===== config.mk =====
export PLATFORM = sky130hd
export DESIGN_NAME = mul_unit
export DESIGN_NICKNAME = d
export VERILOG_FILES = /design/src/hdl/blimp_pkg.sv /design/src/hdl/mul_unit.sv
export SDC_FILE = /design/constraint.sdc
export NUM_CORES = 1
export LEC_CHECK = 0
export CAP_MARGIN = 0
export CORE_MARGIN = 10
export CORE_UTILIZATION = 30
export CTS_CLUSTER_SIZE = 8
export DETAILED_ROUTE_END_ITERATION = 16
export DONT_BUFFER_PORTS = 1
export HOLD_SLACK_MARGIN = 0.12
export PLACE_DENSITY = 0.45
export SYNTH_ARGS = -nofsm -noshare
export SYNTH_HDL_FRONTEND = slang
export SYNTH_SLANG_ARGS = --single-unit

===== constraint.sdc =====
create_clock -name clk -period 7.15 [get_ports clk]
set_input_delay 1.43 -clock clk [delete_from_list [all_inputs] [get_ports clk]]
set_output_delay 1.43 -clock clk [all_outputs]
set_load 0.02 [all_outputs]

===== src/hdl/blimp_pkg.sv =====
/*
 * Shared widths, RV32 opcode fields, micro-op enum and the
 * message structs passed between the core's units
 */
`default_nettype none

package blimp_pkg;

  //------------------------------------------------------------
  // Sizes
  //------------------------------------------------------------

  localparam int xlen          = 32;
  localparam int seq_num_bits  = 5;
  localparam int rob_depth     = 32;  // Also the in-flight limit
  localparam int reg_addr_bits = 5;
  localparam int mul_stages    = 4;

  //------------------------------------------------------------
  // RV32 encodings
  //------------------------------------------------------------

  localparam logic [6:0] opc_op     = 7'b0110011;  // R-type ALU
  localparam logic [6:0] opc_op_imm = 7'b0010011;  // I-type ALU
  localparam logic [2:0] f3_add     = 3'b000;      // ADD, ADDI, MUL share it
  localparam logic [6:0] f7_base    = 7'b0000000;
  localparam logic [6:0] f7_muldiv  = 7'b0000001;  // M extension

  // Micro-operations seen by the pipes
  typedef enum logic [1:0] {
    UOP_ADD = 2'd0,
    UOP_MUL = 2'd1,
    UOP_NOP = 2'd2
  } uop_t;

  //------------------------------------------------------------
  // Messages
  //------------------------------------------------------------

  // Fetch to decode
  typedef struct packed {
    logic [xlen-1:0] pc;
    logic [xlen-1:0] inst;
  } f_d_msg_t;

  // Decode to a pipe, op_b already holds the immediate for ADDI
  typedef struct packed {
    logic [seq_num_bits-1:0]  seq;
    logic [xlen-1:0]          pc;
    uop_t                     uop;
    logic [xlen-1:0]          op_a;
    logic [xlen-1:0]          op_b;
    logic [reg_addr_bits-1:0] waddr;
    logic                     wen;
  } d_x_msg_t;

  // Pipe to writeback
  typedef struct packed {
    logic [seq_num_bits-1:0]  seq;
    logic [xlen-1:0]          pc;
    logic [reg_addr_bits-1:0] waddr;
    logic [xlen-1:0]          wdata;
    logic                     wen;
  } x_w_msg_t;

  // Retirement record, also the instruction trace
  typedef struct packed {
    logic                     val;
    logic [xlen-1:0]          pc;
    logic [reg_addr_bits-1:0] waddr;
    logic [xlen-1:0]          wdata;
    logic                     wen;
  } commit_msg_t;

endpackage

`default_nettype wire


===== src/hdl/mul_unit.sv =====
/*
 * Pipelined 32-bit multiplier, low half of the product,
 * one operand slice accumulated per stage
 */
`timescale 1ns/1ps
`default_nettype none

module mul_unit import blimp_pkg::*; (
  input  logic     clk,
  input  logic     rst,
  input  d_x_msg_t mul_in,
  input  logic     mul_val,
  output x_w_msg_t mul_out,
  output logic     mul_out_val
);

  localparam int slice = xlen / mul_stages;  // Bits of op_b per stage

  logic [mul_stages-1:0] val_q;
  d_x_msg_t              msg_q [mul_stages];  // Operands and metadata
  logic [xlen-1:0]       acc_q [mul_stages];  // Running partial sum

  // Partial product for one slice of b, shifted into place
  function automatic logic [xlen-1:0] partial_prod(input logic [xlen-1:0] a,
                                                   input logic [xlen-1:0] b,
                                                   input int idx);
    logic [slice-1:0] b_slice;
    b_slice      = b[idx*slice +: slice];
    partial_prod = (a * {{(xlen-slice){1'b0}}, b_slice}) << (idx * slice);
  endfunction

  always_ff @(posedge clk) begin
    if (rst)
      val_q <= '0;
    else
      val_q <= {val_q[mul_stages-2:0], mul_val};  // Valid shifts with data
  end

  always_ff @(posedge clk) begin
    msg_q[0] <= mul_in;
    acc_q[0] <= partial_prod(mul_in.op_a, mul_in.op_b, 0);
    for (int i = 1; i < mul_stages; i++) begin
      msg_q[i] <= msg_q[i-1];
      acc_q[i] <= acc_q[i-1] + partial_prod(msg_q[i-1].op_a, msg_q[i-1].op_b, i);
    end
  end

  // Last stage holds the full low product
  assign mul_out_val   = val_q[mul_stages-1];
  assign mul_out.seq   = msg_q[mul_stages-1].seq;
  assign mul_out.pc    = msg_q[mul_stages-1].pc;
  assign mul_out.waddr = msg_q[mul_stages-1].waddr;
  assign mul_out.wen   = msg_q[mul_stages-1].wen;
  assign mul_out.wdata = acc_q[mul_stages-1];

endmodule

`default_nettype wire


==> flow_summary.json, run 1 <==
{
  "die_h_um": 305,
  "die_x_um": 305,
  "first_global_vias": 16600,
  "vias": 15100,
  "overflow": 0,
  "asyncSetResetFlopFracSynth_pct": 0,
  "skew_ns": 0.0412,
  "htreeDepth": 2,
  "min_path_cells": 0,
  "drt_iter0_drc": 521,
  "hold_class": "reg2reg",
  "wl_met2_mm": 26.3,
  "endpoint_kind": "flop",
  "final_common_cell": "dfxtp_1",
  "worstMarginPinSlew_ns": 0.970,
  "syn_to_final_growth_pct": 11.6,
  "design.core.area_um2": 80500,
  "utilization_pct": 33.8,
  "path_max_fanout": 9,
  "initial_utilization_pct": 30.3,
  "cts_hold_buf": 0,
  "drv_cap": 0,
  "max_freq_ghz": 0.153,
  "outcome": "complete, no violations",
  "grt_pass1_wl_mm": 91.1,
  "io_pins": 188,
  "grt_util_all_layers_pct": 12.1,
  "startpoint_type": "flop",
  "drtPass1Iterations": 7,
  "fin_crit_ns": 6.52,
  "cts.sinks": 400,
  "drt.antenna.violating_nets": 0,
  "met1_length_mm": 25.5,
  "synth_ff_type": "dfxtp_1",
  "cp_data_arrival_time_ns": 6.98,
  "fin_crit_sh_pct": 91.2,
  "totalWireLength_mm": 56.2,
  "avgViaCountPerCell": 4.43,
  "p_leak_nw": 12.0,
  "cts_resized": 0,
  "layout_common_cells": "dfxtp_1 (400), fa_1 (339), inv_1 (305)",
  "path_clk_slew_ns": 0.05,
  "post_drt_wl_per_cell_um": 16.5,
  "critPathKind": "reg2reg",
  "synth_seq_cells": 400,
  "fp-row-count": 104,
  "route.detailed.drc": 0,
  "cts_tree": "built",
  "tns_ns": 0,
  "dp_hpwl_mm": 44.1,
  "worstSkewPairLatency_ns": 0.62,
  "slew_viol_final": 0,
  "wl_met3_mm": 3.02,
  "worstRegToRegCells": 24,
  "setup_viol": 0,
  "cts_root_buffer": "clkbuf_16",
  "cts_buffers": 57,
  "dp_slack_ns": 0.610,
  "gp_congestion": 0.813,
  "rsz0062_at_grt": "no",
  "synth_nets": 2916,
  "yosysWarnings": 0,
  "finalNetCount": 2940,
  "power_density_nw_per_um2": 516,
  "seq_area_frac_synth_pct": 32.8,
  "synth_edf_count": 0,
  "antenna_found_initial": 8,
  "critPathRequiredTime_ns": 7.61,
  "top_layer": "met5",
  "post_cts_buffers": 0,
  "netlist_instances": 2307,
  "dieArea_um2": 93100,
  "synth.avg_cell_area_um2": 10.6,
  "worst_slack_ns": 0.632,
  "layout-drive-gt1-share_pct": 4.02,
  "peakVddDrop_mv": 0.304,
  "slew_headroom_pct": 35.3,
  "syn-cell-area_um2": 24400,
  "clockBufferDepth": 3,
  "hold_violations": 0,
  "ys_types": 62,
  "grt_max_degree": 33,
  "numPortBuffers": 0
}
layout make-up:
type	instances	area [um^2]
Antenna cell	2	5.00
Clock buffer	64	1480
Clock inverter	5	100
Fill cell	8139	53300
Inverter	305	1140
Multi-Input combinational cell	1557	15100
Sequential cell	400	8010
Tap cell	1060	1330
Timing Repair Buffer	10	75.1
synthesized netlist by cell type, types with 2 or more instances:
cell	instances	area, um^2
o21a_1	12	90.1
or3_1	5	31.3
o21bai_1	17	128
fa_1	339	6790
o311ai_0	2	17.5
o31ai_1	4	30.0
a221oi_1	4	35.0
and2_1	285	1780
nor3_1	23	115
xor2_1	35	307
clkbuf_1	45	169
or2_2	4	25.0
a21o_1	29	218
nor2_1	52	195
o21ai_0	30	150
nand4_1	8	50.1
a211oi_2	2	25.0
a211o_1	2	17.5
inv_1	305	1140
nand3_1	15	75.1
nor3b_1	3	22.5
a21boi_0	2	15.0
nand3b_1	4	30.0
and3_1	4	25.0
nand2b_1	7	43.8
xnor2_1	112	981
dfxtp_1	400	8010
o211ai_1	8	60.1
a21oi_1	62	310
a211oi_1	11	82.6
mux2i_1	2	20.0
nor2b_1	12	75.1
o22ai_1	4	25.0
nand2_1	271	1020
ha_1	158	1980
o41ai_2	2	32.5
o21ai_1	2	10.0
logic make-up after synthesis:
| family | after synthesis | synth area share, % |
|---|---|---|
| AOI/OAI and AO/OA | 209 | 5.80 |
| and+or+nand+nor | 702 | 14.7 |
| adders and majority gates | 497 | 35.9 |
| xor gates and xnor gates | 147 | 5.28 |
| DFF | 400 | 32.8 |
| buffers and inverters | 350 | 5.39 |
| muxes | 2 | 0.0821 |
metal layers:
layer	GRT usage [%]	vias up
met3	2.84	92
met2	20.3	322
met5	0	-
met1	15.2	7471
met4	3.65	4
li1	-	7196
flip-flops by register name, summed over array words and instances (netlist names):
name and cells:
val_q 4, msg_q 268, acc_q 128
path summary, 6_finish.rpt:
path                 from           end  slack (ns)
max          msg_q[0][42]  acc_q[1][31]        0.63
min reg2reg  acc_q[2][18]  acc_q[3][18]        0.31
max reg2reg  msg_q[0][42]  acc_q[1][31]        0.63
min          acc_q[2][18]  acc_q[3][18]        0.31
worst max-delay path: stages, from the launching register on:
cell	delay, ns
dfxtp_1	0.54
nand2_1	0.13
fa_1	0.52
fa_1	0.55
inv_1	0.05
fa_1	0.47
inv_1	0.04
fa_1	0.47
inv_1	0.04
ha_1	0.31
o21ai_0	0.12
o21ai_0	0.28
a41oi_1	0.26
o22ai_1	0.31
nor2_1	0.09
xnor2_1	0.14
ha_1	0.22
or3_4	0.40
a211oi_1	0.34
nor3_1	0.12
a221oi_2	0.25
a21oi_2	0.13
nor4_1	0.32
a2111oi_2	0.09
xnor2_1	0.16
stage by stage:
stage	power, mW	area, um^2	std cells	hold WS, ns
2_1_floorplan	9.79	24400	2307	0.310
3_3_place_gp	11.6	25600	3332	0.309
3_5_place_dp	11.8	25600	3332	0.312
4_1_cts	14.3	27200	3401	0.306
5_1_grt	15.4	27200	3402	0.301
6_report	14.0	27200	3403	0.308
power breakdown:
part | internal, mW | total, mW | switching [mW]
clock network | 1.44 | 2.41 | 0.965
logic | 3.79 | 8.44 | 4.64
registers | 2.82 | 3.19 | 0.375
total | 8.05 | 14.0 | 5.98
Power figures use the tool's default switching activity.
==> run 2: changes to the inputs <==
- ABC_AREA: default -> 1
- HOLD_SLACK_MARGIN: 0.12 -> default
==> run 2 against run 1 <==
Via count up 17%. Sequential power about the same. Power up 5.4%. Global-route usage up 1.2 points. Critical endpoint is now acc_q[1][29].
==> flow_summary.json, run 2 <==
{
  "endpoint_kind": "flop",
  "htreeDepth": 2,
  "power_density_nw_per_um2": 518,
  "avgViaCountPerCell": 4.31,
  "layout-drive-gt1-share_pct": 3.05,
  "synth_common_cells": "nand2_1 (755), inv_1 (678), dfxtp_1 (400), fa_1 (339), ha_1 (158)",
  "post_drt_wl_per_cell_um": 15.8,
  "critPathRequiredTime_ns": 7.64,
  "setup_viol": 0,
  "synthTopCellsByArea": "dfxtp_1 (31%), fa_1 (26%), nand2_1 (11%)",
  "final_common_cell": "nand2_1",
  "cts_buffers": 57,
  "syn-cell-area_um2": 25900,
  "drtPass1Iterations": 5,
  "rrSetupSlack_ns": 0.76,
  "cts_root_buffer": "clkbuf_16",
  "initial_utilization_pct": 30.3,
  "slew_headroom_pct": 42.2,
  "p_leak_nw": 15.0,
  "peakVddDrop_mv": 0.282,
  "synth_seq_cells": 400,
  "syn_to_final_growth_pct": 10.5,
  "clock_power_share_pct": 16.3,
  "cp_data_arrival_time_ns": 6.88,
  "dp.cells": 4026,
  "route.detailed.drc": 0,
  "drv_cap": 0,
  "synth_compound_area_share_pct": 4.90,
  "drt_iter0_drc": 866,
  "synth_mux_area_share_pct": 0,
  "cts_tree": "built",
  "top_register": "msg_q",
  "cts_resized": 0,
  "fp-row-count": 107,
  "fin_crit_sh_pct": 89.4,
  "yosysWarnings": 0,
  "utilization_pct": 33.5,
  "synth_top_area_cell": "dfxtp_1",
  "finalNetCount": 3550,
  "netlist_instances": 2973,
  "asyncSetResetFlopFracSynth_pct": 0,
  "grt_max_degree": 33,
  "grt_pass1_wl_mm": 104,
  "synth.avg_cell_area_um2": 8.70,
  "outcome": "complete, no violations",
  "cts.sinks": 400,
  "p_int_mw": 7.70,
  "critPathKind": "reg2reg",
  "path_max_fanout": 15,
  "drt.antenna.violating_nets": 0,
  "largest_reg_flops": 268,
  "synth_nets": 3582,
  "layout.cells.non_filler": 4094,
  "grt_util_all_layers_pct": 13.3,
  "fill_cells": 8953,
  "synth_simple_gate_area_share_pct": 14.3,
  "totalWireLength_mm": 64.7,
  "synthMostInstantiatedCell": "nand2_1",
  "post_cts_buffers": 0,
  "overflow": 0,
  "gp_congestion": 0.879,
  "hold_class": "reg2reg",
  "dieArea_um2": 98300,
  "tns_ns": 0,
  "first_global_vias": 18700,
  "synth_adder_area_share_pct": 33.9,
  "clockBufferDepth": 3,
  "p_sw_share_pct": 47.9,
  "seq_power_share_pct": 21.6,
  "numPortBuffers": 0,
  "synth_ff_type": "dfxtp_1",
  "synth_top_area_share_pct": 31.0,
  "synth_top_family_by_area": "adder cells",
  "diodes": 0,
  "worstMarginPinSlew_ns": 0.866,
  "synthXorXnorAreaFrac_pct": 4.46,
  "design.core.area_um2": 85300,
  "slew_viol_final": 0,
  "ys_types": 44,
  "die_h_um": 314,
  "seq_area_frac_synth_pct": 31.0,
  "power.share.combinational_pct": 62.1,
  "rsz0062_at_grt": "no",
  "max_freq_ghz": 0.157,
  "io_pins": 188,
  "path_clk_slew_ns": 0.05,
  "antenna_found_initial": 5,
  "vias": 17600,
  "fin_crit_ns": 6.39,
  "hold_violations": 0,
  "power.switching_mw": 7.09,
  "top_regs": "msg_q x268, acc_q x128, val_q x4",
  "skew_ns": 0.0130,
  "layout_common_cells": "nand2_1 (755), inv_1 (678), dfxtp_1 (400)",
  "synth_edf_count": 0,
  "die_x_um": 314,
  "startpoint_type": "flop",
  "hold_slack_ns": 0.314,
  "cts_hold_buf": 0,
  "dp_hpwl_mm": 51.5,
  "worstSkewPairLatency_ns": 0.62
}
run 2: cell types whose count changed in the layout (fill, tap and decap cells not counted), sizes merged, moves of 10 or more:
| cell | delta |
|---|---|
| a211oi | -11 |
| nand4 | +10 |
| xnor2 | -67 |
| a21o | -17 |
| nand3 | +48 |
| and2 | -284 |
| a21oi | +44 |
| xor2 | +50 |
| inv | +374 |
| nor3 | -13 |
| nor2b | -12 |
| nor2 | +30 |
| o21ai | +27 |
| nand2 | +486 |
run 2: routing by layer:
layer / GRT usage, % / vias up / part of all wire (%)
met5: 0 / - / 0.043
met4: 3.25 / 6 / 2.2
met3: 2.68 / 88 / 5.0
met2: 22.8 / 355 / 48
met1: 16.9 / 8538 / 45
li1: - / 8652 / -
run 2: path summary, 6_finish.rpt:
path / start / to / depth (start not counted)
max: msg_q[0][17] / acc_q[1][29] / 22
min: acc_q[0][0] / acc_q[1][0] / 0
max reg2reg: msg_q[0][17] / acc_q[1][29] / 22
min reg2reg: acc_q[0][0] / acc_q[1][0] / 0
run 2: kinds of logic after synthesis:
family / after synthesis
adders and majority gates: 497
DFF: 400
buffers and inverters: 782
AOI/OAI and AO/OA: 223
and+or+nand+nor: 941
xor gates and xnor gates: 130
run 2: cell type report:
cell class | instances | area [um^2] | share of cell area [%]
clock buffers | 63 | 1490 | 5.21
clock inverters | 5 | 100 | 0.351
inverters | 679 | 2550 | 8.93
multi-input cells | 1791 | 14900 | 52.1
flip-flops and latches | 400 | 8010 | 28.0
well taps | 1144 | 1430 | 5.01
repair buffers | 12 | 90.1 | 0.315
run 2: metrics by stage:
| stage | setup WS, ns | instance area [um^2] | power, mW |
|---|---|---|---|
| after floorplan | 1.57 | 25900 | 9.96 |
| after CTS | 0.750 | 28600 | 15.0 |
| after global routing | 0.287 | 28600 | 16.4 |
| after detailed placement | 0.776 | 27000 | 12.5 |
| after global placement | 0.842 | 27000 | 12.5 |
| final | 0.761 | 28600 | 14.8 |
run 2: power by group through the flow:
| stage | Sequential (mW) | Combinational, mW | Clock, mW |
|---|---|---|---|
| finish | 3.19 | 9.19 | 2.41 |
| global route | 3.24 | 10.6 | 2.60 |
| CTS | 3.21 | 9.30 | 2.53 |
| detailed placement | 3.25 | 9.25 | 0 |
| global placement | 3.26 | 9.25 | 0 |
| floorplan | 3.08 | 6.88 | 0 |
run 2: worst max-delay path: stages (launching register included):
cell and delay (ns):
dfxtp_1 0.83, buf_4 0.28, nand2_1 0.06, inv_1 0.08, fa_1 0.44, fa_1 0.57, fa_1 0.44, fa_1 0.44
ha_1 0.38, a21oi_1 0.20, a21boi_0 0.21, nand2_1 0.10, a31oi_1 0.31, o21ai_0 0.15, xor2_1 0.17, ha_1 0.39
nand2_1 0.10, nor2_1 0.15, nor3b_1 0.27, nand4_1 0.12, nand3_1 0.26, a21oi_1 0.13, xor2_1 0.15
==> run 3: changes to the inputs <==
- ABC_AREA: 1 -> 0
- SETUP_SLACK_MARGIN: default -> 0.5
- clock period: 7.15 -> 6 ns (I/O delays scaled with it)
==> run 3 against run 2 <==
Non-clock buffer count up 88. Clock skew up 0.046 ns. Register-to-register slack worse by 0.55 ns. Worst setup slack worse by 0.55 ns. Worst hold slack worse by 0.00083 ns. Critical path type unchanged. Sequential cell count unchanged. Die area down 5.3%. Count of clock-buffer cells in the layout up 2. Maximum frequency up 10%.
==> flow_summary.json, run 3 (synthesis results as in run 1) <==
{
  "layout_common_cells": "dfxtp_1 (378), fa_1 (335), inv_1 (302)",
  "critPathKind": "reg2reg",
  "dieArea_um2": 93100,
  "first_global_vias": 17100,
  "gp_congestion": 0.823,
  "drt_iter0_drc": 604,
  "dp_hpwl_mm": 44.9,
  "p_leak_nw": 12.5,
  "finalNetCount": 3031,
  "path_clk_slew_ns": 0.06,
  "design.core.area_um2": 80500,
  "fp-row-count": 104,
  "rr_startpoint": "msg_q[0][44]",
  "skew_ns": 0.0588,
  "hold_violations": 0,
  "fin_crit_sh_pct": 96.5,
  "worstSkewPairLatency_ns": 0.63,
  "critPathRequiredTime_ns": 6.47,
  "overflow": 0,
  "initial_utilization_pct": 30.3,
  "antenna_found_initial": 6,
  "setup_viol": 0,
  "cp_data_arrival_time_ns": 6.26,
  "worstMarginPinSlew_ns": 0.686,
  "rsz0062_at_grt": "yes",
  "syn_to_final_growth_pct": 16.6,
  "placed_area_um2": 26300,
  "final_common_cell": "dfxtp_1",
  "max_freq_ghz": 0.173,
  "regToRegEndpoint": "acc_q[1][31]",
  "grt_max_degree": 33,
  "slew_viol_final": 0,
  "numPortBuffers": 0,
  "endpoint_kind": "flop",
  "power_density_nw_per_um2": 670,
  "peakVddDrop_mv": 0.354,
  "cts_buffers": 58,
  "grt_util_all_layers_pct": 12.3,
  "drt.antenna.violating_nets": 0,
  "min_path_cells": 0,
  "min_to": "msg_q[1][0]",
  "startpoint_type": "flop",
  "worstRegToRegCells": 23,
  "drtPass1Iterations": 5,
  "die_h_um": 305,
  "hold_class": "reg2reg",
  "cts_tree": "built",
  "top_regs": "msg_q x268, acc_q x128, val_q x4",
  "htreeDepth": 2,
  "dp_slack_ns": -0.204,
  "totalWireLength_mm": 57.3,
  "avgViaCountPerCell": 4.41,
  "vias": 15400,
  "route.detailed.drc": 0,
  "grt_pass1_wl_mm": 93.4,
  "slew_headroom_pct": 53.9,
  "cts.sinks": 400,
  "fin_crit_ns": 5.79,
  "outcome": "complete, no violations",
  "layout-drive-gt1-share_pct": 11.1,
  "die_x_um": 305,
  "cts_root_buffer": "clkbuf_16",
  "drv_cap": 0,
  "top_register": "msg_q",
  "io_pins": 188,
  "final_area_um2": 28400,
  "largest_reg_flops": 268,
  "post_drt_wl_per_cell_um": 16.4,
  "hp-start": "msg_q[0][0]",
  "tns_ns": 0,
  "path_max_fanout": 6,
  "hold_slack_ns": 0.313,
  "clockBufferDepth": 3,
  "utilization_pct": 35.3,
  "rrSetupSlack_ns": 0.21,
  "worst_slack_ns": 0.212
}
run 3: changes by cell type in the layout (fill, tap and decap cells not counted), moves of 12 or more:
cell	previous run	this run
a21oi_1	107	53
o21ai_0	54	24
dfxtp_2	0	12
inv_1	678	302
xor2_1	84	34
nor2_1	82	48
nand2_1	755	270
a21o_1	12	29
and2_1	1	280
dfxtp_1	400	378
buf_4	12	88
nand3_1	63	15
xnor2_1	44	111
run 3: layout make-up:
class | instances | area (um^2)
sequential | 400 | 8060
inverter | 305 | 1140
antenna | 1 | 2.50
clock buffer | 65 | 1520
fill | 8003 | 52100
tap | 1060 | 1330
timing repair buffer | 100 | 813
multi-input combinational | 1557 | 15400
clock inverter | 6 | 134
run 3: worst max path at each step:
stage                        end    startpoint  slack [ns]
CTS                 acc_q[1][31]  msg_q[0][40]        0.15
finish              acc_q[1][31]  msg_q[0][44]        0.21
floorplan           acc_q[1][31]  msg_q[0][16]        0.43
detailed placement  acc_q[1][31]  msg_q[0][18]       -0.20
global placement    acc_q[1][31]  msg_q[0][18]       -0.18
global route        acc_q[1][31]  msg_q[0][44]       -0.02
run 3: power by group:
group / internal [mW] / switching [mW] / total, mW / leakage [nW]
Combinational: 6.08 / 6.20 / 12.3 / 8.33
Clock: 1.80 / 1.18 / 2.98 / 0.803
Sequential: 3.36 / 0.438 / 3.79 / 3.38
run 3: critical path: stages (launching register included):
cell,delay [ns]
dfxtp_4,0.36
buf_6,0.12
and2_4,0.15
fa_1,0.54
fa_1,0.42
fa_1,0.50
inv_2,0.04
fa_1,0.49
inv_2,0.05
ha_4,0.21
a21o_1,0.22
buf_6,0.13
o31ai_4,0.33
o21ai_2,0.11
xnor2_1,0.14
ha_1,0.19
or3_4,0.37
a211oi_4,0.26
nor3_2,0.06
a221oi_2,0.25
a21oi_2,0.14
and4_4,0.17
a2111oi_4,0.27
xnor2_1,0.11
run 3: per-stage QoR:
step                      instances  total power [mW]
after CTS                      3486              18.7
after floorplan                2307              12.0
after global routing           3493              20.9
after detailed placement       3407              15.3
after global placement         3407              15.2
final                          3494              19.1
run 3: repair_timing:
action                                  4_1_cts  5_1_grt
endpoints found under the setup margin       11       12
hold buffers                                  0        0
cloned                                        0        0
buffers inserted                              8        7
pin swaps                                    30       28
gates resized for setup                      58       40
run 3: per-layer routing:
layer	wire length [um]	vias up	GRT usage, %
met5	41	-	0
met4	1420	6	3.56
met3	2630	94	2.62
met2	27100	291	20.9
met1	26100	7635	15.5
li1	-	7370	-
