`config.mk`:
```
export PLATFORM = sky130hd
export DESIGN_NAME = fetch_unit
export DESIGN_NICKNAME = d
export VERILOG_FILES = /design/src/hdl/blimp_pkg.sv /design/src/hdl/fetch_unit.sv
export SDC_FILE = /design/constraint.sdc
export NUM_CORES = 1
export LEC_CHECK = 0
export BUFFER_PORTS_ARGS = -buffer_cell sky130_fd_sc_hd__buf_2
export CORE_ASPECT_RATIO = 0.9
export CORE_MARGIN = 10
export CORE_UTILIZATION = 52
export CTS_CLUSTER_DIAMETER = 30
export DETAILED_ROUTE_END_ITERATION = 10
export PLACE_DENSITY = 0.9
export RECOVER_POWER = 50
export SLEW_MARGIN = 5
export SYNTH_ARGS = -nofsm -noshare
export SYNTH_HDL_FRONTEND = slang
export SYNTH_SLANG_ARGS = --single-unit
```
`constraint.sdc`:
```
create_clock -name clk -period 8.32 [get_ports clk]
set_input_delay 0.832 -clock clk [delete_from_list [all_inputs] [get_ports clk]]
set_output_delay 0.832 -clock clk [all_outputs]
set_load 0.01 [all_outputs]
```
`src/hdl/blimp_pkg.sv`:
```
/*
 * Shared widths, RV32 opcode fields, micro-op enum and the
 * message structs passed between the core's units
 */
`default_nettype none

package blimp_pkg;

  //------------------------------------------------------------
  // Sizes
  //------------------------------------------------------------

  localparam int xlen          = 32;
  localparam int seq_num_bits  = 5;
  localparam int rob_depth     = 32;  // Also the in-flight limit
  localparam int reg_addr_bits = 5;
  localparam int mul_stages    = 4;

  //------------------------------------------------------------
  // RV32 encodings
  //------------------------------------------------------------

  localparam logic [6:0] opc_op     = 7'b0110011;  // R-type ALU
  localparam logic [6:0] opc_op_imm = 7'b0010011;  // I-type ALU
  localparam logic [2:0] f3_add     = 3'b000;      // ADD, ADDI, MUL share it
  localparam logic [6:0] f7_base    = 7'b0000000;
  localparam logic [6:0] f7_muldiv  = 7'b0000001;  // M extension

  // Micro-operations seen by the pipes
  typedef enum logic [1:0] {
    UOP_ADD = 2'd0,
    UOP_MUL = 2'd1,
    UOP_NOP = 2'd2
  } uop_t;

  //------------------------------------------------------------
  // Messages
  //------------------------------------------------------------

  // Fetch to decode
  typedef struct packed {
    logic [xlen-1:0] pc;
    logic [xlen-1:0] inst;
  } f_d_msg_t;

  // Decode to a pipe, op_b already holds the immediate for ADDI
  typedef struct packed {
    logic [seq_num_bits-1:0]  seq;
    logic [xlen-1:0]          pc;
    uop_t                     uop;
    logic [xlen-1:0]          op_a;
    logic [xlen-1:0]          op_b;
    logic [reg_addr_bits-1:0] waddr;
    logic                     wen;
  } d_x_msg_t;

  // Pipe to writeback
  typedef struct packed {
    logic [seq_num_bits-1:0]  seq;
    logic [xlen-1:0]          pc;
    logic [reg_addr_bits-1:0] waddr;
    logic [xlen-1:0]          wdata;
    logic                     wen;
  } x_w_msg_t;

  // Retirement record, also the instruction trace
  typedef struct packed {
    logic                     val;
    logic [xlen-1:0]          pc;
    logic [reg_addr_bits-1:0] waddr;
    logic [xlen-1:0]          wdata;
    logic                     wen;
  } commit_msg_t;

endpackage

`default_nettype wire

```
`src/hdl/fetch_unit.sv`:
```
/*
 * PC register, instruction memory request and one-entry fetch buffer
 */
`timescale 1ns/1ps
`default_nettype none

module fetch_unit import blimp_pkg::*; (
  input  logic            clk,
  input  logic            rst,
  output logic            inst_req_val,
  output logic [xlen-1:0] inst_req_addr,
  input  logic [xlen-1:0] inst_resp_data,
  output f_d_msg_t        f_d_msg,
  output logic            f_d_val,
  input  logic            f_d_rdy
);

  logic            run_q;      // Rises one cycle after reset
  logic [xlen-1:0] pc_q;
  logic            resp_val_q; // Response arrives this cycle
  logic [xlen-1:0] resp_pc_q;  // PC of the outstanding request
  logic            buf_val_q;
  f_d_msg_t        buf_msg_q;  // Word held while decode stalls

  // Held word and live response never overlap
  assign f_d_val = resp_val_q | buf_val_q;
  assign f_d_msg = buf_val_q ? buf_msg_q
                             : f_d_msg_t'{pc: resp_pc_q, inst: inst_resp_data};

  // Request only when nothing will be left over in the buffer
  assign inst_req_val  = run_q && (!f_d_val || f_d_rdy);
  assign inst_req_addr = pc_q;

  always_ff @(posedge clk) begin
    if (rst) begin
      run_q      <= 1'b0;
      pc_q       <= '0;
      resp_val_q <= 1'b0;
      buf_val_q  <= 1'b0;
    end else begin
      run_q      <= 1'b1;
      resp_val_q <= inst_req_val;
      if (inst_req_val) begin
        pc_q      <= pc_q + xlen'(4);
        resp_pc_q <= pc_q;             // Travels with the returned word
      end
      if (resp_val_q && !f_d_rdy) begin
        buf_val_q <= 1'b1;             // Park the word while decode stalls
        buf_msg_q <= f_d_msg;
      end else if (buf_val_q && f_d_rdy) begin
        buf_val_q <= 1'b0;
      end
    end
  end

endmodule

`default_nettype wire

```
==> results.toml, run 1 <==
[worst_setup_path]
worst_path_largest_cell_delay_ns = 1.12
critical_path.cell_chain = "buf_4, mux2_2, buf_2"
setup.worst_path.class = "reg -> out"
critPathSlowestCell = "sky130_fd_sc_hd__dfxtp_1"
worst_ep_arrival_time_ns = 2.82
critical_path.startpoint_type = "flip-flop"
critical_path.top_delay_family = "flip-flops"
crit_path_required_time_ns = 7.49
worst-path-buf-inv = 2
critical_path.max_fanout = 38
timing.critical_path.to_type = "output port"

[hold_path]
worst_hold_path_type = "reg -> reg"

[finish]
antennaDiodeCount = 0
nNetsFinal = 519
area_delta_synth_final_pct = 25.3
share_of_final_layout_standard_cells_stronger_than_drive_strength_1 = 0.377

[cts]
ctsLongestPathBuffers = 2
cts-hold-fix-buffers = 0
h-tree-depth = 4
clock-root-buffer = "sky130_fd_sc_hd__clkbuf_8"
cts_sink_cnt = 127
cts_inserted_buffers = 17
cts-resized-gates = 0
cts_post_setup_buffers_inserted = 0
tritoncts = "yes"
worstSkewPairLatency_ns = 0.51
cts.clk_slew.worst_paths_ns = 0.05

[global_route]
number_of_global_route_vias_before_repair = 3499
grt_antenna_before_repair = 0
groute.usage.overall = 0.163
first_pass_grt_wire_length_um = 18600
grt_start_max_net_pins = 39
grt-ovfl-total = 0

[timing]
max_freq_mhz = 274
min_period_over_period = 0.438
postLayoutSetupSlackWorst_ns = 4.67
setup_viol_count_final = 0
final.setup.tns_ns = 0
worst_slew_pin_slew_ns = 1.65
maxSlewViolCount = 67
grt_setup_unrepaired = "no"
slew_headroom = -0.101
fin_worst_skew_ns = 0.00818
hold_violations = 0
post-route-min-period_ns = 3.65

[drt]
detail_route.iter0.violations = 220
drc = 0
antenna_left = 0
detailroute.via_count = 3448
drt_pass1_iterations = 7
avgRoutedWirePerCell_um = 18.9
vias_per_cell = 5.54
postRouteWirelength_um = 11700

[run]
maxCapViolCount = 2

[die]
design.die.area_mm2 = 0.0142
die_w_um = 125
top_level_ports = 133
die-height_um = 114
design.core.area_mm2 = 0.00966
std_cell_rows = 34
initial_core_utilization = 0.530

[yosys]
syn-instance-count = 345
cell_variety_after_synth = 33
yosys_most_used_dff = "sky130_fd_sc_hd__edfxtp_1"
synthesis.area_mm2 = 0.00511
synth_area_per_cell_um2 = 14.8
synth-edff-count = 94
synth-async-reset-ratio = 0
synth.ff_latch_count = 127
ys_warn_count = 0
part_of_the_yosys_area_used_for_sequential_elements = 0.681

[power_and_ir_drop]
power.leakage_uw = 0.00227
p_int_uw = 1160
power.net_switching_uw = 321
pwr-share-clk = 0.471
p_per_area_mw_per_mm2 = 232
net_switching_fraction_of_the_power = 0.216
power.combinational.fraction = 0.056
vdd_drop_max_mv = 0.146
power.sequential.fraction = 0.472

[placed_design]
place_congestion = 0.800
place_ws_ns = 5.60
hpwl_um = 8260
place.port_buffers = 130

[outcome]
run_status = "complete, but fails checks"
failing_checks = "max-capacitance violations, max-slew violations"
cell type report:
class,count,area (µm²)
clock buffer,18,428
clock inverter,14,141
fill,696,3250
inverter,5,18.8
multi-input combinational,198,1550
sequential,127,3480
tap,126,158
timing repair buffer,134,636
synth_stat cells (3+ instances only):
cell type | count | area [µm²]
sky130_fd_sc_hd__a21oi_1 | 22 | 110
sky130_fd_sc_hd__and2_1 | 3 | 18.8
sky130_fd_sc_hd__and3_1 | 3 | 18.8
sky130_fd_sc_hd__and4_1 | 4 | 35.0
sky130_fd_sc_hd__clkbuf_1 | 12 | 45.0
sky130_fd_sc_hd__dfxtp_1 | 33 | 661
sky130_fd_sc_hd__edfxtp_1 | 94 | 2820
sky130_fd_sc_hd__inv_1 | 5 | 18.8
sky130_fd_sc_hd__mux2_2 | 62 | 698
sky130_fd_sc_hd__nand2_1 | 10 | 37.5
sky130_fd_sc_hd__nand3_1 | 13 | 65.1
sky130_fd_sc_hd__nand4_1 | 7 | 43.8
sky130_fd_sc_hd__nor2_1 | 10 | 37.5
sky130_fd_sc_hd__o21ai_0 | 5 | 25.0
sky130_fd_sc_hd__o31ai_1 | 16 | 120
sky130_fd_sc_hd__or3_1 | 5 | 31.3
sky130_fd_sc_hd__or4_1 | 16 | 120
sky130_fd_sc_hd__xnor2_1 | 3 | 26.3
sky130_fd_sc_hd__xor2_1 | 5 | 43.8
metrics by stage:
step / instances / area (µm²) / hold WS [ns] / power [µW] / util
floorplan: 346 / 5120 / 0.491 / 763 / -
global placement: 590 / 5900 / 0.475 / 798 / 0.611
detailed placement: 590 / 5900 / 0.494 / 802 / 0.611
CTS: 622 / 6460 / 0.516 / 1500 / 0.669
global route: 622 / 6410 / 0.522 / 1540 / 0.664
finish: 622 / 6410 / 0.517 / 1490 / 0.664
flip-flops by register name (all words and copies together), names as in the netlist:
name	cells
buf_msg_q	64
resp_pc_q	30
buf_val_q	1
resp_val_q	1
inst_req_addr	30
run_q	1
final timing paths:
kind	startpoint	to	slack, ns	depth (start not counted)
min	inst_req_addr[31]$_SDFFE_PP0P_	resp_pc_q[31]$_DFFE_PP_	0.52	0
min reg2reg	inst_req_addr[31]$_SDFFE_PP0P_	resp_pc_q[31]$_DFFE_PP_	0.52	0
max	buf_val_q$_SDFFE_PP0P_	f_d_msg[40]	4.67	3
max reg2reg	buf_val_q$_SDFFE_PP0P_	resp_pc_q[19]$_DFFE_PP_	5.25	3
power groups by stage:
stage | logic, µW | clock network (µW) | registers [µW]
after floorplan | 50.1 | 0 | 713
after global placement | 84.0 | 0 | 714
after detailed placement | 87.3 | 0 | 714
after CTS | 87.7 | 711 | 701
after global routing | 91.9 | 743 | 703
final | 83.8 | 700 | 701
logic make-up after synthesis:
family	after synthesis	synth area share
flip-flops	127	0.681
XOR/XNOR	8	0.0137
adder cells (fa/ha/maj)	1	0.00245
buffers and inverters	21	0.0183
AND/OR/NAND/NOR	80	0.0932
AO/OA/AOI/OAI	45	0.0541
other	1	0.000733
multiplexers	62	0.136
layout by cell type, fill, tap and decap left out, types with 3 or more instances in the layout:
cell type	n
sky130_fd_sc_hd__buf_2	103
sky130_fd_sc_hd__edfxtp_1	94
sky130_fd_sc_hd__mux2_2	47
sky130_fd_sc_hd__dfxtp_1	33
sky130_fd_sc_hd__clkbuf_1	30
sky130_fd_sc_hd__a21oi_1	22
sky130_fd_sc_hd__o31ai_1	16
sky130_fd_sc_hd__or4_1	16
sky130_fd_sc_hd__clkbuf_16	16
sky130_fd_sc_hd__mux2_1	15
sky130_fd_sc_hd__nand3_1	13
sky130_fd_sc_hd__nand2_1	10
sky130_fd_sc_hd__nor2_1	9
sky130_fd_sc_hd__nand4_1	7
sky130_fd_sc_hd__inv_1	5
sky130_fd_sc_hd__o21ai_0	5
sky130_fd_sc_hd__or3_1	5
sky130_fd_sc_hd__xor2_1	5
sky130_fd_sc_hd__and4_1	4
sky130_fd_sc_hd__clkinv_2	4
sky130_fd_sc_hd__and3_1	3
sky130_fd_sc_hd__xnor2_1	3
sky130_fd_sc_hd__clkinvlp_4	3
metal layers:
metal / vias up / track usage / part of all wire
met5: - / 0 / 0
met4: 0 / 0.0621 / 0.018
met3: 20 / 0.0625 / 0.080
met2: 143 / 0.256 / 0.47
met1: 1665 / 0.201 / 0.43
li1: 1620 / - / -
(Power assumes the default switching activity.)
==> run 2: changes to the inputs <==
- CORE_UTILIZATION: 52 -> 47
- PLACE_DENSITY: 0.9 -> 0.86
- clock period: 8.32 -> 2.97 ns (I/O delays scaled with it)
==> run 2 against run 1 <==
Net effect: the run still ends with max-capacitance violations, max-slew violations left; first-iteration DRC count is 5.0% lower; power grew to 2.9 times the previous value; utilization shrank 6.2 points; worst hold slack lost 0.43 ns; setup slack worse by 4.1 ns.
==> results.toml, run 2 (synthesis results as in run 1) <==
[drt]
detail_route.iter0.violations = 209
antenna_left = 0
avgRoutedWirePerCell_um = 19.2
drt_pass1_iterations = 4
postRouteWirelength_um = 12100
detailroute.via_count = 3433
drc = 0
vias_per_cell = 5.46

[worst_setup_path]
worst-path-buf-inv = 2
startpoint_of_the_most_critical_register_to_register_path = "buf_val_q$_SDFFE_PP0P_"
timing.critical_path.to_type = "flip-flop"
critPathSlowestCell = "sky130_fd_sc_hd__nor3b_1"
ff2ff_path_depth = 4
critical_path.startpoint = "rst"
regToRegSetupSlack_ns = 0.77
setup.worst_path.class = "in -> reg"
critical_path.cell_chain = "clkbuf_1, nor3b_1, buf_12"
critical_path.top_delay_family = "simple AND/OR/NAND/NOR gates"
worst_ep_arrival_time_ns = 2.44
crit_path_required_time_ns = 3.05
worst-path-stages = 3
rr_endpoint = "inst_req_addr[25]$_SDFFE_PP0P_"
critical_path.startpoint_type = "input port"
worst_path_largest_cell_delay_ns = 1.09
critical_path.max_fanout = 61

[global_route]
first_pass_grt_wire_length_um = 18400
grt_antenna_before_repair = 0
grt_start_max_net_pins = 67
number_of_global_route_vias_before_repair = 3502
grt-ovfl-total = 0
groute.usage.overall = 0.152

[cts]
ctsLongestPathBuffers = 2
cts.clk_slew.worst_paths_ns = 0.06
tritoncts = "yes"
cts-hold-fix-buffers = 0
cts_sink_cnt = 127
cts_post_setup_buffers_inserted = 0
worstSkewPairLatency_ns = 0.42
clock-root-buffer = "sky130_fd_sc_hd__clkbuf_16"
cts-resized-gates = 0
cts_inserted_buffers = 17
h-tree-depth = 4

[finish]
layout.cells.most_common_list = "99 x sky130_fd_sc_hd__buf_2, 94 x sky130_fd_sc_hd__edfxtp_1, 61 x sky130_fd_sc_hd__mux2_2"
nNetsFinal = 519
antennaDiodeCount = 0
final-seq-area_mm2 = 0.00348
final_common_cell = "sky130_fd_sc_hd__buf_2"
area_delta_synth_final_pct = 26.2
largest_register_ffs = 64
share_of_final_layout_standard_cells_stronger_than_drive_strength_1 = 0.405
regMostFlops = "buf_msg_q"
final.fill_count = 851
multi_input_comb_area_mm2 = 0.00155

[placed_design]
place.port_buffers = 130
hpwl_um = 8460
place_ws_ns = 0.903
place_congestion = 0.806

[power_and_ir_drop]
power.sequential.fraction = 0.463
power.net_switching_uw = 975
vdd_drop_max_mv = 0.495
p_int_uw = 3260
power.combinational.fraction = 0.058
p_per_area_mw_per_mm2 = 656
pwr-share-clk = 0.480
net_switching_fraction_of_the_power = 0.230
power.leakage_uw = 0.00227

[hold_path]
worst_hold_path_type = "in -> reg"
hold_start = "f_d_rdy"
worst_hold_path.num_cells = 2
worst_hold_path.endpoint = "buf_val_q$_SDFFE_PP0P_"

[timing]
hold_violations = 0
postLayoutSetupSlackWorst_ns = 0.614
worst_slew_pin_slew_ns = 1.62
max_freq_mhz = 424
slew_headroom = -0.0825
setup_viol_count_final = 0
maxSlewViolCount = 36
grt_setup_unrepaired = "no"
fin_worst_skew_ns = 0.00999
post-route-min-period_ns = 2.36
final.setup.tns_ns = 0
min_period_over_period = 0.793

[die]
die_w_um = 130
die-height_um = 119
top_level_ports = 133
design.die.area_mm2 = 0.0155
design.core.area_mm2 = 0.0107
std_cell_rows = 36
initial_core_utilization = 0.477

[outcome]
run_status = "complete, but fails checks"
failing_checks = "max-capacitance violations, max-slew violations"

[run]
maxCapViolCount = 1
[run 2: power groups by stage]
stage | Combinational, µW | Sequential, µW | Clock, µW
finish | 244 | 1960 | 2030
global route | 266 | 1960 | 2150
CTS | 252 | 1960 | 2060
detailed placement | 252 | 2000 | 0
global placement | 242 | 1990 | 0
floorplan | 141 | 1990 | 0
[run 2: per-stage QoR]
step	utilization	power (µW)	hold slack, ns	area [µm²]	std cells
after floorplan	-	2140	0.373	5130	346
after global placement	0.553	2240	0.493	5920	597
after detailed placement	0.553	2250	0.508	5920	597
after CTS	0.607	4270	0.0946	6510	629
after global routing	0.602	4380	0.0787	6450	629
final	0.602	4230	0.0823	6450	629
[run 2: worst max path at each step]
stage | to | slack [ns]
6_report | buf_msg_q[48]$_DFFE_PP_ | 0.61
3_3_place_gp | inst_req_addr[31]$_SDFFE_PP0P_ | 0.99
2_1_floorplan | buf_msg_q[0]$_DFFE_PP_ | 0.39
5_1_grt | buf_msg_q[48]$_DFFE_PP_ | 0.44
4_1_cts | f_d_msg[2] | 0.63
3_5_place_dp | inst_req_addr[28]$_SDFFE_PP0P_ | 0.90
[run 2: metal layers]
| layer | track usage | wire, µm | share of wire |
|---|---|---|---|
| met3 | 0.0772 | 1190 | 0.098 |
| met1 | 0.169 | 4930 | 0.41 |
| met4 | 0.0463 | 122 | 0.010 |
| met5 | 0 | 0 | 0 |
| met2 | 0.250 | 5820 | 0.48 |
[run 2: area by class of cell]
| type | count | share of cell area |
|---|---|---|
| clock buffers | 18 | 0.0680 |
| clock inverters | 14 | 0.0227 |
| inverters | 5 | 0.00291 |
| multi-input cells | 198 | 0.239 |
| flip-flops and latches | 127 | 0.540 |
| well taps | 133 | 0.0258 |
| repair buffers | 134 | 0.101 |
[run 2: worst reg2reg max path: stages, from the launching register on]
cell                       delay, ns
sky130_fd_sc_hd__dfxtp_1        0.31
sky130_fd_sc_hd__o21bai_1       0.54
sky130_fd_sc_hd__nand2b_1       0.51
sky130_fd_sc_hd__or4_1          0.60
sky130_fd_sc_hd__a21oi_1        0.15
==> run 3: changes to the inputs <==
- ABC_AREA: unset -> 1
- CORE_UTILIZATION: 47 -> 53
- PLACE_DENSITY: 0.86 -> 0.9
- clock period: 2.97 -> 2.3 ns (I/O delays scaled with it)
==> run 3 against run 2 <==
Net effect: the flow now finishes without violations; largest cell class unchanged; via count grew 19%; critical path type is now reg -> out; final area rose by 6.3%; global-route usage grew 2.8 points; area after synthesis rose by 7.1%; flip-flop and latch count unchanged; synthesized cell count increased by 37%; largest power group unchanged.
==> results.toml, run 3 <==
[timing]
final.setup.tns_ns = 0
maxSlewViolCount = 0
max_freq_mhz = 482
setup_viol_count_final = 0
min_period_over_period = 0.902
worst_slew_pin_slew_ns = 0.875
post-route-min-period_ns = 2.07
hold_violations = 0
slew_headroom = 0.416
grt_setup_unrepaired = "no"
fin_worst_skew_ns = 0.00771

[worst_setup_path]
critical_path.startpoint_type = "flip-flop"
timing.critical_path.to_type = "output port"
critical_path.max_fanout = 55
ff2ff_path_depth = 4
crit_path_required_time_ns = 2.07
worst_ep_arrival_time_ns = 1.84
setup.worst_path.class = "reg -> out"

[cts]
ctsLongestPathBuffers = 2
cts-hold-fix-buffers = 0
cts_inserted_buffers = 17
h-tree-depth = 4
tritoncts = "yes"
clock-root-buffer = "sky130_fd_sc_hd__clkbuf_16"
worstSkewPairLatency_ns = 0.41
cts-resized-gates = 0
cts_sink_cnt = 127
cts.clk_slew.worst_paths_ns = 0.05
cts_post_setup_buffers_inserted = 0

[yosys]
post-synth-top-count-cell = "sky130_fd_sc_hd__edfxtp_1"
synth.area.top_cells = "sky130_fd_sc_hd__edfxtp_1 52%, sky130_fd_sc_hd__mux2_2 13%, sky130_fd_sc_hd__dfxtp_1 12%"
cell_variety_after_synth = 30
synth.ff_latch_count = 127
yosys_most_used_dff = "sky130_fd_sc_hd__edfxtp_1"
netlist_top_cells_count = "94 x sky130_fd_sc_hd__edfxtp_1, 67 x sky130_fd_sc_hd__nand2_1, 62 x sky130_fd_sc_hd__mux2_2"
syn-instance-count = 471
synthDominantCellAreaShare = 0.515
ys_warn_count = 0
synthesis.area_mm2 = 0.00548
synth-async-reset-ratio = 0
netlist.top_cell.by_area = "sky130_fd_sc_hd__edfxtp_1"
synth_area_per_cell_um2 = 11.6
part_of_the_yosys_area_used_for_sequential_elements = 0.636
synth-edff-count = 94

[drt]
vias_per_cell = 5.40
drt_pass1_iterations = 5
highest-signal-layer = "met4"
drc = 0
routed-wl-met2_um = 6370
antenna_left = 0
detailroute.via_count = 4079
detail_route.iter0.violations = 368
postRouteWirelength_um = 13300
route.met3.wl_um = 1280
wl_met1_um = 5350
avgRoutedWirePerCell_um = 17.6

[power_and_ir_drop]
pwr-share-clk = 0.504
p_per_area_mw_per_mm2 = 839
power.sequential.fraction = 0.440
power.net_switching_uw = 1180
power.combinational.fraction = 0.056
net_switching_fraction_of_the_power = 0.206
p_int_uw = 4570
power.leakage_uw = 0.00264
vdd_drop_max_mv = 0.359

[finish]
regMostFlops = "buf_msg_q"
area_delta_synth_final_pct = 25.2
final_cell_area_mm2 = 0.00686
utilization = 0.675
final_common_cell = "sky130_fd_sc_hd__buf_2"
largest_register_ffs = 64
layout.cells.most_common_list = "98 x sky130_fd_sc_hd__buf_2, 94 x sky130_fd_sc_hd__edfxtp_1, 69 x sky130_fd_sc_hd__nand2_1"
final.fill_count = 698
antennaDiodeCount = 0
share_of_final_layout_standard_cells_stronger_than_drive_strength_1 = 0.330
nNetsFinal = 650

[placed_design]
place.port_buffers = 130
place_congestion = 1.04
post_dp_cell_area_mm2 = 0.00629
hpwl_um = 9310

[die]
die-height_um = 116
initial_core_utilization = 0.539
top_level_ports = 133
design.core.area_mm2 = 0.0102
std_cell_rows = 35
die_w_um = 127
design.die.area_mm2 = 0.0148

[hold_path]
worst_hold_path.num_cells = 2
worst_hold_path_type = "in -> reg"

[global_route]
grt-ovfl-total = 0
number_of_global_route_vias_before_repair = 4180
first_pass_grt_wire_length_um = 21200
grt_antenna_before_repair = 0
groute.usage.overall = 0.180
grt_start_max_net_pins = 56

[outcome]
run_status = "complete, no violations"

[run]
maxCapViolCount = 0
[run 3: changes by cell type in the layout (fill, tap and decap cells not counted), moves of 16 or more]
cell and delta:
sky130_fd_sc_hd__inv_1 +52, sky130_fd_sc_hd__nand2_1 +59, sky130_fd_sc_hd__nor2_1 +44, sky130_fd_sc_hd__o31ai_1 -16, sky130_fd_sc_hd__or4_1 -16
[run 3: routing by layer]
metal	global-route usage	up-vias
li1	-	1902
met1	0.207	1908
met2	0.295	228
met3	0.0690	41
met4	0.0819	0
met5	0	-
[run 3: power by group through the flow]
stage	Clock (µW)	Sequential [µW]	Combinational, µW
floorplan	0	2570	195
global placement	0	2570	320
detailed placement	0	2580	334
CTS	2930	2530	336
global route	3060	2530	354
finish	2900	2530	323
[run 3: final cells by class]
cell class	instances	area [µm²]	share of cell area
Clock buffer	18	429	0.0626
Clock inverter	14	213	0.0310
Timing Repair Buffer	135	652	0.0950
Sequential cell	127	3480	0.508
Tap cell	129	161	0.0235
Multi-Input combinational cell	272	1690	0.246
Inverter	61	229	0.0334
[run 3: logic make-up (layout without fill, tap and decap cells)]
family | count (synthesis) | count (layout) | synth area share
adders and majority gates | 1 | 1 | 0.00228
muxes | 62 | 62 | 0.127
AOI/OAI and AO/OA | 30 | 30 | 0.0285
DFF | 127 | 127 | 0.636
buffers and inverters | 73 | 228 | 0.0530
and+or+nand+nor | 177 | 177 | 0.152
other | 1 | 2 | 0.000684
[run 3: metrics by stage]
stage	hold slack, ns	setup WS [ns]	cells	power, µW
finish	0.140	0.225	756	5760
global route	0.128	0.0808	756	5940
CTS	0.129	0.203	756	5790
detailed placement	0.513	0.640	724	2910
global placement	0.482	0.681	724	2890
floorplan	0.385	0.436	472	2770
[run 3: path summary, 6_finish.rpt]
| kind | start | end | slack (ns) |
|---|---|---|---|
| max | buf_val_q$_SDFFE_PP0P_ | f_d_msg[60] | 0.23 |
| min | inst_resp_data[21] | buf_msg_q[21]$_DFFE_PP_ | 0.14 |
| min reg2reg | buf_msg_q[32]$_DFFE_PP_ | buf_msg_q[32]$_DFFE_PP_ | 0.53 |
| max reg2reg | buf_val_q$_SDFFE_PP0P_ | resp_pc_q[9]$_DFFE_PP_ | 0.29 |
[run 3: worst max-delay path, cell delays in order, from the launching register on]
cell and delay [ns]:
sky130_fd_sc_hd__dfxtp_2 0.52, sky130_fd_sc_hd__buf_12 0.32, sky130_fd_sc_hd__mux2_2 0.41, sky130_fd_sc_hd__buf_2 0.15
